$ cat src/common/dsp_isa_pkg.sv
package dsp_isa_pkg;

	localparam int CHAN_FIELD_W = 4;
	localparam int SHIFT_W = 5;

	// Bit positions within an instruction word
	localparam int SRC_A_LSB = 0;
	localparam int SRC_B_LSB = 4;
	localparam int SRC_C_LSB = 8;
	localparam int DEST_LSB = 12;
	localparam int A_IS_REG_BIT = 16;
	localparam int B_IS_REG_BIT = 17;
	localparam int SHIFT_LSB = 18;
	localparam int SAT_DISABLE_BIT = 23;

	// Bits 24 to 31 carry nothing

	typedef logic [SHIFT_W-1:0] shift_t;

	typedef enum logic {
		SEQ_IDLE,
		SEQ_RUN
	} seq_state_e;

endpackage

$ cat src/common/dsp_cfg_pkg.sv
package dsp_cfg_pkg;

	localparam int DATA_W = 16;
	localparam int N_BLOCKS_DEF = 256;
	localparam int N_CHANNELS = 16;
	localparam int CHAN_ADDR_W = $clog2(N_CHANNELS);

	// Full product plus headroom for the shift and the added operand
	localparam int FULL_W = 2 * DATA_W + 8;

	typedef logic signed [DATA_W-1:0] sample_t;
	typedef logic signed [FULL_W-1:0] wide_t;
	typedef logic [CHAN_ADDR_W-1:0] chan_addr_t;
	typedef logic [31:0] instr_t;

endpackage
$ cat src/pipeline/fetch_decode_stage.sv
module fetch_decode_stage #(
	parameter int n_blocks = dsp_cfg_pkg::N_BLOCKS_DEF,
	localparam type block_addr_t = logic [$clog2(n_blocks)-1:0],
	localparam type block_count_t = logic [$clog2(n_blocks):0]
) (
	input logic clk,
	input logic reset,
	input logic tick,
	input block_count_t n_blocks_running,
	input dsp_cfg_pkg::instr_t instr_read_val,
	input dsp_cfg_pkg::sample_t register_0_in,
	input dsp_cfg_pkg::sample_t register_1_in,
	input logic wb_done,
	input logic out_ready,
	output block_addr_t block_read_addr,
	output logic out_valid,
	output logic busy,
	output dsp_cfg_pkg::chan_addr_t dec_src_a,
	output dsp_cfg_pkg::chan_addr_t dec_src_b,
	output dsp_cfg_pkg::chan_addr_t dec_src_c,
	output dsp_cfg_pkg::chan_addr_t dec_dest,
	output logic dec_a_is_reg,
	output logic dec_b_is_reg,
	output dsp_isa_pkg::shift_t dec_shift,
	output logic dec_sat_disable,
	output dsp_cfg_pkg::sample_t dec_register_0,
	output dsp_cfg_pkg::sample_t dec_register_1
);
	import dsp_isa_pkg::*;

	seq_state_e state;
	block_addr_t cur_addr;
	logic [2:0] in_flight;
	logic take;
	logic last_block;
	logic start;

	assign take = out_valid && out_ready;
	assign last_block = (cur_addr == block_addr_t'(n_blocks_running - 1'b1));
	assign out_valid = (state == SEQ_RUN);
	assign busy = (state == SEQ_RUN) || (in_flight != '0);
	assign start = tick && !busy && (n_blocks_running != '0);

	// The memories answer one cycle late, so the address leads cur_addr by one edge
	always_comb begin
		if (state == SEQ_IDLE || (take && last_block)) begin
			block_read_addr = '0;
		end else if (take) begin
			block_read_addr = cur_addr + 1'b1;
		end else begin
			block_read_addr = cur_addr;
		end
	end

	always_ff @(posedge clk) begin
		if (reset) begin
			state <= SEQ_IDLE;
			cur_addr <= '0;
			in_flight <= '0;
		end else begin
			cur_addr <= block_read_addr;
			case (state)
				SEQ_IDLE: begin
					if (start) begin
						state <= SEQ_RUN;
					end
				end
				SEQ_RUN: begin
					if (take && last_block) begin
						state <= SEQ_IDLE;
					end
				end
				default: begin
					state <= SEQ_IDLE;
				end
			endcase
			// Blocks handed on but not yet written back
			if (take && !wb_done) begin
				in_flight <= in_flight + 1'b1;
			end else if (!take && wb_done) begin
				in_flight <= in_flight - 1'b1;
			end
		end
	end

	assign dec_src_a = instr_read_val[SRC_A_LSB +: CHAN_FIELD_W];
	assign dec_src_b = instr_read_val[SRC_B_LSB +: CHAN_FIELD_W];
	assign dec_src_c = instr_read_val[SRC_C_LSB +: CHAN_FIELD_W];
	assign dec_dest = instr_read_val[DEST_LSB +: CHAN_FIELD_W];
	assign dec_a_is_reg = instr_read_val[A_IS_REG_BIT];
	assign dec_b_is_reg = instr_read_val[B_IS_REG_BIT];
	assign dec_shift = instr_read_val[SHIFT_LSB +: SHIFT_W];
	assign dec_sat_disable = instr_read_val[SAT_DISABLE_BIT];
	assign dec_register_0 = register_0_in;
	assign dec_register_1 = register_1_in;

endmodule

$ cat config.mk
export PLATFORM = sky130hd
export DESIGN_NAME = fetch_decode_stage
export DESIGN_NICKNAME = d
export VERILOG_FILES = /design/src/common/dsp_isa_pkg.sv /design/src/common/dsp_cfg_pkg.sv /design/src/pipeline/fetch_decode_stage.sv
export SDC_FILE = /design/constraint.sdc
export NUM_CORES = 1
export LEC_CHECK = 0
export ABC_AREA = 1
export BUFFER_PORTS_ARGS = -buffer_cell sky130_fd_sc_hd__buf_2
export CORE_ASPECT_RATIO = 1.1
export CORE_MARGIN = 4
export CORE_UTILIZATION = 36
export DETAILED_ROUTE_END_ITERATION = 10
export PLACE_DENSITY = 0.85
export SETUP_SLACK_MARGIN = 0.4
export SLEW_MARGIN = 10
export SYNTH_ARGS = -nofsm -noshare
export SYNTH_HDL_FRONTEND = slang
export SYNTH_SLANG_ARGS = --single-unit
$ cat constraint.sdc
create_clock -name clk -period 2.1 [get_ports clk]
set_clock_uncertainty 0.15 [all_clocks]
set_input_delay 0.105 -clock clk [delete_from_list [all_inputs] [get_ports clk]]
set_output_delay 0.105 -clock clk [all_outputs]
set_load 0.01 [all_outputs]
======== Word level (Yosys, flattened, before mapping) ========
Index checks and enable logic that the tools add are counted.
W data, S select, Z words.
storage, ports and cells
  register bits ........................... 12
  output and inout port bits .............. 66
  logic and storage cells ................. 30
operators by class
  add/sub/neg operators ................... 4
  equal/unequal tests ..................... 1
  mux-type cells .......................... 7
  bitwise logic cells ..................... 1
  reduce and logical (&&, ||, !) cells .... 14
operators with widths
  kind                   number
  $mux W8                2
  $reduce_bool A9 Y1     1
  $add A8 B1 Y8 const B  1
  $eq A8 B8 Y1           1
  $sub A8 B1 Y8 const B  1
  $logic_and A1 B1 Y1    6
  $mux W3                2
  $add A3 B1 Y3 const B  1
  $logic_not A1 Y1       3
  $reduce_bool A3 Y1     1
  $sub A3 B1 Y3 const B  1
  $logic_or A1 B1 Y1     2
  $mux W1                2
  $pmux W1 S2            1
  $reduce_bool A2 Y1     1
  $not A1 Y1             1

======== Logic depth before layout (Yosys ltp) ========
Gate-level depths: netlist of the first run.
  depth after elaboration ................. 7
  mapped depth ............................ 11

======== Least setup slack after synthesis of the first run ========
OpenSTA, ideal clock, no wires.
  path type ............................... reg2reg
  from .................................... register state (netlist: out_valid)
  to ...................................... register in_flight[2]
  data arrival time ....................... 1574 ps
  data required time ...................... 1892 ps
  setup slack ............................. 319 ps
  stages on the path, launching flop included .. 10
  clock period less this slack ............ 1781 ps
  cell sequence ........................... dfxtp_1 nand2_2 inv_2 ha_1 inv_1 fa_1 a21oi_1 o21ai_0 a21oi_1 o21a_1
between the ends
  word-level cells in the longest chain between the ends .. 4
  elaborated cells between the ends (all ways) .. 6
  those cells by class .................... mux: 1; reduce/logical: 5
ends and longest elaborated chain
  what                          RTL line                  source
  from (decl)                   fetch_decode_stage.sv:31  seq_state_e state;
  from (signal assigned)        fetch_decode_stage.sv:57  state <= SEQ_IDLE;
  from (signal assigned)        fetch_decode_stage.sv:65  state <= SEQ_RUN;
  from (signal assigned)        fetch_decode_stage.sv:70  state <= SEQ_IDLE;
  $logic_and A1 B1 Y1 (*)       fetch_decode_stage.sv:38  assign take = out_valid && out_ready;
  $logic_not A1 Y1              fetch_decode_stage.sv:80  end else if (!take && wb_done) begin
  $logic_and A1 B1 Y1           fetch_decode_stage.sv:80
  $reduce_bool A2 Y1 (no line)  --
  to (signal assigned)          fetch_decode_stage.sv:79  in_flight <= in_flight + 1'b1;
  to (signal assigned)          fetch_decode_stage.sv:81  in_flight <= in_flight - 1'b1;
  to (decl)                     fetch_decode_stage.sv:33  logic [2:0] in_flight;
Mark *: on every way between the ends. The rest lies on a longest branch, timed or not.
A chain may end at the register's enable or synchronous reset.

==> results of run 1 <==
==> worst reg2reg max path: stages, from the launching register on <==
cell and delay (ps):
dfxtp_2 330, nand2_2 70, inv_4 100, buf_6 110, ha_4 130, inv_4 40, fa_2 360, a21oi_2 170
o21ai_2 80, a21oi_2 110, o21a_1 110
==> cell usage after synthesis, drive strengths merged, types with 2 or more instances <==
cell    instances  area share [%]
buf            57              30
nand2          39              11
inv            27             7.1
nor2           22             7.9
nand3          16             7.7
dfxtp          12              17
xor2            7             4.3
a21oi           4             1.4
ha              3             2.6
nand3b          3             2.4
o21ai           3             1.1
xnor2           3             1.8
nor3            2             1.1
==> where the power goes <==
part | total, mW | switching [mW] | internal, mW | leakage (nW)
Sequential | 0.257 | 0.0152 | 0.242 | 0.102
Clock | 0.256 | 0.0904 | 0.166 | 0.0288
Combinational | 0.238 | 0.134 | 0.103 | 0.678
==> what timing repair did <==
action,CTS,global route
pin swaps,20,21
setup buffers,9,5
hold buffers,1,0
gates resized for setup,32,30
endpoints found under the setup margin,9,13
gates cloned,1,0
endpoints found under the hold margin,1,0
==> final cells by class <==
| class | instances | area [sq um] |
|---|---|---|
| fillers | 379 | 2113 |
| well taps | 50 | 62.56 |
| inverters | 27 | 106.4 |
| repair buffers | 39 | 286.5 |
| multi-input cells | 109 | 859.6 |
| flip-flops and latches | 12 | 257.7 |
| clock buffers | 4 | 55.05 |
==> cell families (layout without fill, tap and decap cells) <==
| logic type | after synthesis | count (layout) | synth area share, % |
|---|---|---|---|
| flops | 12 | 12 | 16.84 |
| compound gates | 8 | 8 | 2.982 |
| buf+inv | 85 | 70 | 37.19 |
| xor+xnor | 10 | 10 | 6.141 |
| mux | 1 | 1 | 0.7018 |
| fa+ha+maj | 4 | 4 | 4.035 |
| simple gates | 85 | 86 | 32.11 |
==> worst max-delay path by stage <==
| stage | start | endpoint | slack (ps) | cells past startpoint |
|---|---|---|---|---|
| 6_report | cur_addr[1]$_SDFF_PP0_ | block_read_addr[1] | 260 | 9 |
| 2_1_floorplan | out_valid$_SDFF_PP0_ | in_flight[2]$_SDFFE_PP0P_ | 430 | 9 |
| 4_1_cts | out_valid$_SDFF_PP0_ | block_read_addr[7] | 260 | 10 |
| 5_1_grt | out_valid$_SDFF_PP0_ | in_flight[2]$_SDFFE_PP0P_ | 170 | 10 |
| 3_5_place_dp | n_blocks_running[0] | block_read_addr[2] | 210 | 13 |
| 3_3_place_gp | n_blocks_running[0] | block_read_addr[2] | 240 | 13 |
==> stage by stage <==
stage | instance area, sq um | hold WS [ps] | cells | power, mW | utilization (%)
6_report | 1628 | 35.17 | 241 | 0.7512 | 43.51
5_1_grt | 1628 | 48.71 | 241 | 0.8040 | 43.51
4_1_cts | 1471 | 35.54 | 236 | 0.7259 | 39.33
3_5_place_dp | 1186 | 60.07 | 221 | 0.4396 | 31.71
3_3_place_gp | 1186 | 60.07 | 221 | 0.4339 | 31.71
2_1_floorplan | 1430 | 24.07 | 205 | 0.4965 | -
==> per-layer routing <==
layer / wire length [um] / share of wire [%] / up-vias / track usage [%]
met2: 1601 / 50 / 35 / 20.77
li1: - / - / 541 / -
met5: 0 / 0 / - / 0
met1: 1048 / 33 / 488 / 13.69
met4: 235 / 7.3 / 0 / 12.36
met3: 321 / 10 / 33 / 3.474
==> state kept, by name, summed over array words and instances (netlist names) <==
name / cells
in_flight: 3
out_valid: 1
cur_addr: 8
==> impl_metrics.json, run 1 <==
{
  "num-nets-final": 274,
  "cp_cell_sequence": "buf_6 > xnor2_2 > nor2_2 > nand3_2 > nor2_4 > nand2_4 > nand3b_4 > inv_2 > buf_6",
  "start_kind": "flop",
  "crit_fanout": 5,
  "antenna_left": 0,
  "die-width_um": 68.02,
  "critPathKind": "reg2out",
  "syn-cell-area_sq_um": 1426,
  "p_leak_nw": 0.8094,
  "cap_viol_max_count": 0,
  "crit_arrival_ps": 1580,
  "clock_latency_ps": 250,
  "h-tree-depth": 1,
  "cp_top_family": "simple AND/OR/NAND/NOR gates",
  "crit_path_top_delay_cell": "dfxtp_4",
  "mostFrequentLayoutCell": "nand2_1",
  "route.detailed.drc": 0,
  "core_sq_um": 3741,
  "vias": 1097,
  "hold_path.class": "in2reg",
  "clock_sinks": 12,
  "num_io_pins": 144,
  "synth_edf_count": 0,
  "min_from": "reset",
  "worstReg2RegEnd": "in_flight[2]$_SDFFE_PP0P_",
  "syn_nets": 287,
  "grt.overflow.total": 0,
  "max_stage_delay_ps": 350,
  "crit_top_cell": "buf_6",
  "finalHoldViolCount": 0,
  "cp.required_ps": 1850,
  "first_pass_iters": 4,
  "die_h_um": 74.02,
  "via_per_inst": 4.552,
  "post-place-ws_ps": 207.9,
  "ir_drop_uv": 443.9,
  "grt_pass1_vias": 1161,
  "endpoint_kind": "output pin",
  "drive_above_1_share_pct": 54.97,
  "fin_ws_ps": 261.6,
  "powerDensity_nw_per_um2": 461.5,
  "dr.first_iter.drc_count": 39,
  "synthDistinctLibCells": 29,
  "path_buf_inv": 3,
  "crit-reg2reg-launch": "out_valid$_SDFF_PP0_",
  "hold_depth": 2,
  "dominantRegCellSynth": "dfxtp_1",
  "rsz0062_at_grt": "true",
  "dpl.hpwl_mm": 2.087,
  "hold-path-endpoint": "in_flight[1]$_SDFFE_PP0P_",
  "antenna_found_initial": 0,
  "grt_use_total_pct": 13.05,
  "finalSetupViolations": 0,
  "clk_pin_slew_ps": 50,
  "relSlewSlack_pct": 78.04,
  "tritoncts": "done",
  "clk_path_buf_depth": 2,
  "wl_mm": 3.206,
  "antenna_cells": 0,
  "tns_ps": 0,
  "routedWlPerCell_um": 13.30,
  "yosysWarnings": 0,
  "syn_inst": 205,
  "grt_pass1_wl_mm": 5.085,
  "yosysSeqAreaShare_pct": 16.84,
  "ys_seq_elements": 12,
  "slew_viol_final": 0,
  "gp_congestion": 0.7652,
  "worst_pin_slew_ps": 326.9,
  "start_util_pct": 38.13,
  "status": "completed",
  "io_buffer_count": 23,
  "root_buffer": "clkbuf_8",
  "cts_buffers": 3,
  "design.die.area_sq_um": 5034,
  "clock.fmax_ghz": 0.5439,
  "ys_async_sr_fraction_pct": 0,
  "r2r.worst_path.cells": 10,
  "avgSynthCellArea_sq_um": 6.958,
  "fp-row-count": 23,
  "layout_common_cells": "31 x nand2_1, 17 x inv_1, 17 x buf_2",
  "area_growth_pct": 14.12,
  "r2r_slack_ps": 310,
  "fin_crit_ps": 1838,
  "grt_max_degree": 13,
  "period_share_pct": 87.54
}
(Power assumes the default switching activity.)
==> run 2, diff against run 1 <==
--- a/config.mk
+++ b/config.mk
@@ -6,7 +6,7 @@
 export NUM_CORES = 1
 export LEC_CHECK = 0
 export ABC_AREA = 1
-export BUFFER_PORTS_ARGS = -buffer_cell sky130_fd_sc_hd__buf_2
+export BUFFER_PORTS_ARGS = -buffer_cell sky130_fd_sc_hd__buf_4
 export CORE_ASPECT_RATIO = 1.1
 export CORE_MARGIN = 4
 export CORE_UTILIZATION = 36
==> impl_metrics.json, run 2 (synthesis gave the netlist of run 1 again) <==
{
  "start_kind": "flop",
  "endpoint_kind": "output pin",
  "ir_drop_uv": 323.0,
  "crit_path_top_delay_cell": "dfxtp_2",
  "grt_use_total_pct": 12.79,
  "multiInputGateArea_sq_um": 835.8,
  "regMostFlops": "cur_addr",
  "die-width_um": 68.02,
  "gp_congestion": 0.7917,
  "slew_viol_final": 0,
  "finalHoldViolCount": 0,
  "wl_mm": 3.260,
  "drive_above_1_share_pct": 51.34,
  "final_cells": 237,
  "period_share_pct": 87.59,
  "clk_path_buf_depth": 2,
  "via_per_inst": 4.494,
  "antenna_found_initial": 0,
  "crit_top_cell": "nand3_2",
  "fp-row-count": 23,
  "start_util_pct": 38.13,
  "clk_pin_slew_ps": 50,
  "grt.overflow.total": 0,
  "cts_buffers": 3,
  "powerDensity_nw_per_um2": 432.0,
  "grt_max_degree": 13,
  "cap_viol_max_count": 0,
  "num_io_pins": 144,
  "largest_reg_flops": 8,
  "critPathKind": "reg2out",
  "dp_cells": 221,
  "design.die.area_sq_um": 5034,
  "rsz0062_at_grt": "true",
  "tns_ps": 0,
  "mostFrequentLayoutCell": "nand2_1",
  "p_leak_nw": 0.7880,
  "max_stage_delay_ps": 330,
  "h-tree-depth": 1,
  "fin_ws_ps": 260.6,
  "vias": 1065,
  "die_h_um": 74.02,
  "num-nets-final": 271,
  "clock_sinks": 12,
  "fin_crit_ps": 1839,
  "crit_fanout": 5,
  "root_buffer": "clkbuf_8",
  "tritoncts": "done",
  "dr.first_iter.drc_count": 42,
  "grt_pass1_vias": 1122,
  "finalSetupViolations": 0,
  "layout_common_cells": "32 x nand2_1, 28 x buf_4, 16 x inv_1",
  "area_growth_pct": 12.11,
  "seq_area_sq_um": 257.7,
  "relSlewSlack_pct": 80.85,
  "path_buf_inv": 3,
  "cp_cell_sequence": "nand2_2 > inv_4 > nand3_2 > nor2_2 > nand3_2 > nor2_4 > nand2_4 > nand3b_4 > inv_2 > buf_6",
  "first_pass_iters": 4,
  "clock.fmax_ghz": 0.5437,
  "status": "completed",
  "route.detailed.drc": 0,
  "post-place-ws_ps": 222.1,
  "clock_latency_ps": 240,
  "grt_pass1_wl_mm": 4.995,
  "hold_path.class": "in2out",
  "io_buffer_count": 23,
  "cp.required_ps": 1850,
  "worst_pin_slew_ps": 285.1,
  "cp_top_family": "simple AND/OR/NAND/NOR gates",
  "antenna_cells": 0,
  "core_sq_um": 3741,
  "antenna_left": 0,
  "routedWlPerCell_um": 13.76,
  "nFillCells": 374,
  "dpl.hpwl_mm": 2.156,
  "crit_arrival_ps": 1580
}
-- run 2: final cells by class --
type,instances,share of cell area [%]
sequential,12,16.12
timing repair buffer,36,18.62
inverter,27,6.495
clock buffer,3,2.582
multi-input combinational,109,52.27
tap,50,3.912
-- run 2: final timing paths --
check,from,end,slack [ps],depth (start not counted)
hold / removal,instr_read_val[17],dec_b_is_reg,60,0
hold reg to reg,in_flight[2]$_SDFFE_PP0P_,in_flight[2]$_SDFFE_PP0P_,360,2
setup reg to reg,out_valid$_SDFF_PP0_,in_flight[2]$_SDFFE_PP0P_,390,9
setup / recovery,out_valid$_SDFF_PP0_,block_read_addr[2],260,10
-- run 2: routing by layer --
| metal | share of wire, % | vias up | global-route usage [%] |
|---|---|---|---|
| li1 | - | 536 | - |
| met1 | 36 | 477 | 13.64 |
| met5 | 0 | - | 0 |
| met4 | 5.3 | 0 | 9.713 |
| met2 | 51 | 24 | 20.99 |
| met3 | 8.5 | 28 | 3.776 |
-- run 2: report_power, final --
part | leakage [nW] | internal (mW) | switching (mW)
logic | 0.664 | 0.102 | 0.124
clock network | 0.0216 | 0.126 | 0.0816
registers | 0.102 | 0.242 | 0.0147
total | 0.788 | 0.470 | 0.220
-- run 2: timing repair --
action / 4_1_cts / 5_1_grt
hold endpoints to repair: 11 / 0
cloned: 1 / 0
pin swaps: 18 / 14
buffers inserted: 9 / 1
hold buffers: 2 / 0
endpoints found under the setup margin: 9 / 11
resized for setup: 40 / 14
-- run 2: per-stage QoR --
step / utilization [%] / power (mW) / hold WS, ps / cell area, sq um
final: 42.74 / 0.6907 / 60.00 / 1599
after global routing: 42.74 / 0.7379 / 60.02 / 1599
after CTS: 40.90 / 0.6855 / 60.07 / 1530
after detailed placement: 33.24 / 0.4556 / 60.07 / 1244
after global placement: 33.24 / 0.4478 / 60.07 / 1244
after floorplan: - / 0.4965 / 24.07 / 1430
==> run 3, diff against run 2 <==
==> constraint.sdc (replaced) <==
create_clock -name clk -period 2.1 [get_ports clk]
set_clock_uncertainty 0.15 [all_clocks]
set_input_delay 0.105 -clock clk [delete_from_list [all_inputs] [get_ports clk]]
set_output_delay 0.105 -clock clk [all_outputs]
set_load 0.02 [all_outputs]
==> impl_metrics.json, run 3 (synthesis gave the netlist of run 1 again) <==
{
  "grt.overflow.total": 0,
  "max_stage_delay_ps": 340,
  "fin_ws_ps": 221.6,
  "p_leak_nw": 0.7741,
  "num_io_pins": 144,
  "io_buffer_count": 23,
  "crit_arrival_ps": 1620,
  "slew_viol_final": 0,
  "p_int_mw": 0.4853,
  "start_kind": "flop",
  "cts_buffers": 3,
  "cap_viol_max_count": 0,
  "via_per_inst": 4.591,
  "layout_common_cells": "33 x nand2_1, 30 x buf_4, 15 x inv_1",
  "path_buf_inv": 3,
  "grt_pass1_vias": 1180,
  "regMostFlops": "cur_addr",
  "post-place-ws_ps": 207.3,
  "tritoncts": "done",
  "gp_congestion": 0.7683,
  "endpoint_kind": "output pin",
  "cp_cell_sequence": "buf_4 > xnor2_1 > nor2_2 > nand3_2 > nor2_4 > nand2_4 > nand3b_4 > inv_2 > buf_6",
  "drive_above_1_share_pct": 49.48,
  "final_cells": 242,
  "clock.fmax_ghz": 0.5324,
  "grt_use_total_pct": 13.08,
  "timing.hold.ws_ps": 60.01,
  "cp.required_ps": 1850,
  "cp_top_family": "simple AND/OR/NAND/NOR gates",
  "seq_power_share_pct": 35.9,
  "fin_crit_ps": 1878,
  "largest_reg_flops": 8,
  "die-width_um": 68.02,
  "vias": 1111,
  "fp-row-count": 23,
  "num-nets-final": 275,
  "antenna_cells": 0,
  "root_buffer": "clkbuf_8",
  "finalHoldViolCount": 0,
  "switching_power_mw": 0.2430,
  "dpl.hpwl_mm": 2.169,
  "h-tree-depth": 1,
  "nFillCells": 383,
  "clock_sinks": 12,
  "clock_latency_ps": 250,
  "status": "completed",
  "dr.first_iter.drc_count": 63,
  "grt_max_degree": 13,
  "clk_pin_slew_ps": 50,
  "rsz0062_at_grt": "true",
  "crit_path_top_delay_cell": "dfxtp_2",
  "crit_fanout": 5,
  "mostFrequentLayoutCell": "nand2_1",
  "period_share_pct": 89.45,
  "power.total_mw": 0.7283,
  "wl_mm": 3.182,
  "swShare_pct": 33.36,
  "finalSetupViolations": 0,
  "tns_ps": 0,
  "start_util_pct": 38.13,
  "routedWlPerCell_um": 13.15,
  "antenna_found_initial": 0,
  "antenna_left": 0,
  "critPathKind": "reg2out",
  "dp_cells": 221,
  "clock_power_share_pct": 30.4,
  "comb_power_share_pct": 33.6,
  "hold_path.class": "in2out",
  "core_sq_um": 3741,
  "relSlewSlack_pct": 80.10,
  "design.die.area_sq_um": 5034,
  "die_h_um": 74.02,
  "first_pass_iters": 4,
  "clk_path_buf_depth": 2,
  "grt_pass1_wl_mm": 5.106,
  "ir_drop_uv": 438.0,
  "powerDensity_nw_per_um2": 458.0,
  "route.detailed.drc": 0,
  "worst_pin_slew_ps": 296.2,
  "area_growth_pct": 11.49
}
-- run 3: changes by cell type in the layout (fill, tap and decap cells not counted), moves of 2 or more --
cell     previous run  this run
buf_6               6         8
dfxtp_1             4         7
nand3_1             7         9
buf_4              28        30
xor2_1              4         6
dfxtp_2             5         2
xor2_2              3         1
-- run 3: worst paths after layout --
check                                          startpoint                         to  slack [ps]  depth (start not counted)
worst max register to register       out_valid$_SDFF_PP0_  in_flight[2]$_SDFFE_PP0P_         250                         10
worst max-delay path               cur_addr[1]$_SDFF_PP0_         block_read_addr[0]         220                          9
worst min-delay path                   instr_read_val[13]                dec_dest[1]          60                          0
worst min register to register  in_flight[1]$_SDFFE_PP0P_  in_flight[1]$_SDFFE_PP0P_         360                          2
-- run 3: power by group through the flow --
stage          Combinational (mW)  Clock, mW  Sequential, mW
6_report                    0.245      0.222           0.262
2_1_floorplan               0.284          0           0.269
4_1_cts                     0.218      0.228           0.264
5_1_grt                     0.270      0.243           0.263
3_5_place_dp                0.201          0           0.268
3_3_place_gp                0.193          0           0.266
-- run 3: timing repair --
| item | in CTS | in global routing |
|---|---|---|
| hold endpoints to repair | 11 | 0 |
| setup buffers | 11 | 3 |
| endpoints found under the setup margin | 9 | 13 |
| pin swaps | 10 | 16 |
| gates cloned | 1 | 0 |
| hold buffers | 2 | 0 |
| resized for setup | 29 | 19 |
-- run 3: area by class of cell --
class                   instances  area, sq um  area share (%)
clock buffers                   4        45.04           2.832
inverters                      27        106.4           6.688
multi-input cells             109        787.0           49.49
flip-flops and latches         12        254.0           15.97
well taps                      50        62.56           3.934
repair buffers                 40        335.3           21.09
-- run 3: metrics by stage --
step	cell area, sq um	utilization, %
floorplan	1433	-
global placement	1246	33.31
detailed placement	1246	33.31
CTS	1488	39.77
global route	1590	42.51
finish	1590	42.51
-- run 3: metal layers --
metal | vias to the layer above | global-route usage (%) | part of all wire, %
li1 | 544 | - | -
met1 | 495 | 14.14 | 36
met2 | 37 | 21.63 | 48
met3 | 35 | 2.568 | 7.7
met4 | 0 | 11.04 | 7.4
met5 | - | 0 | 0
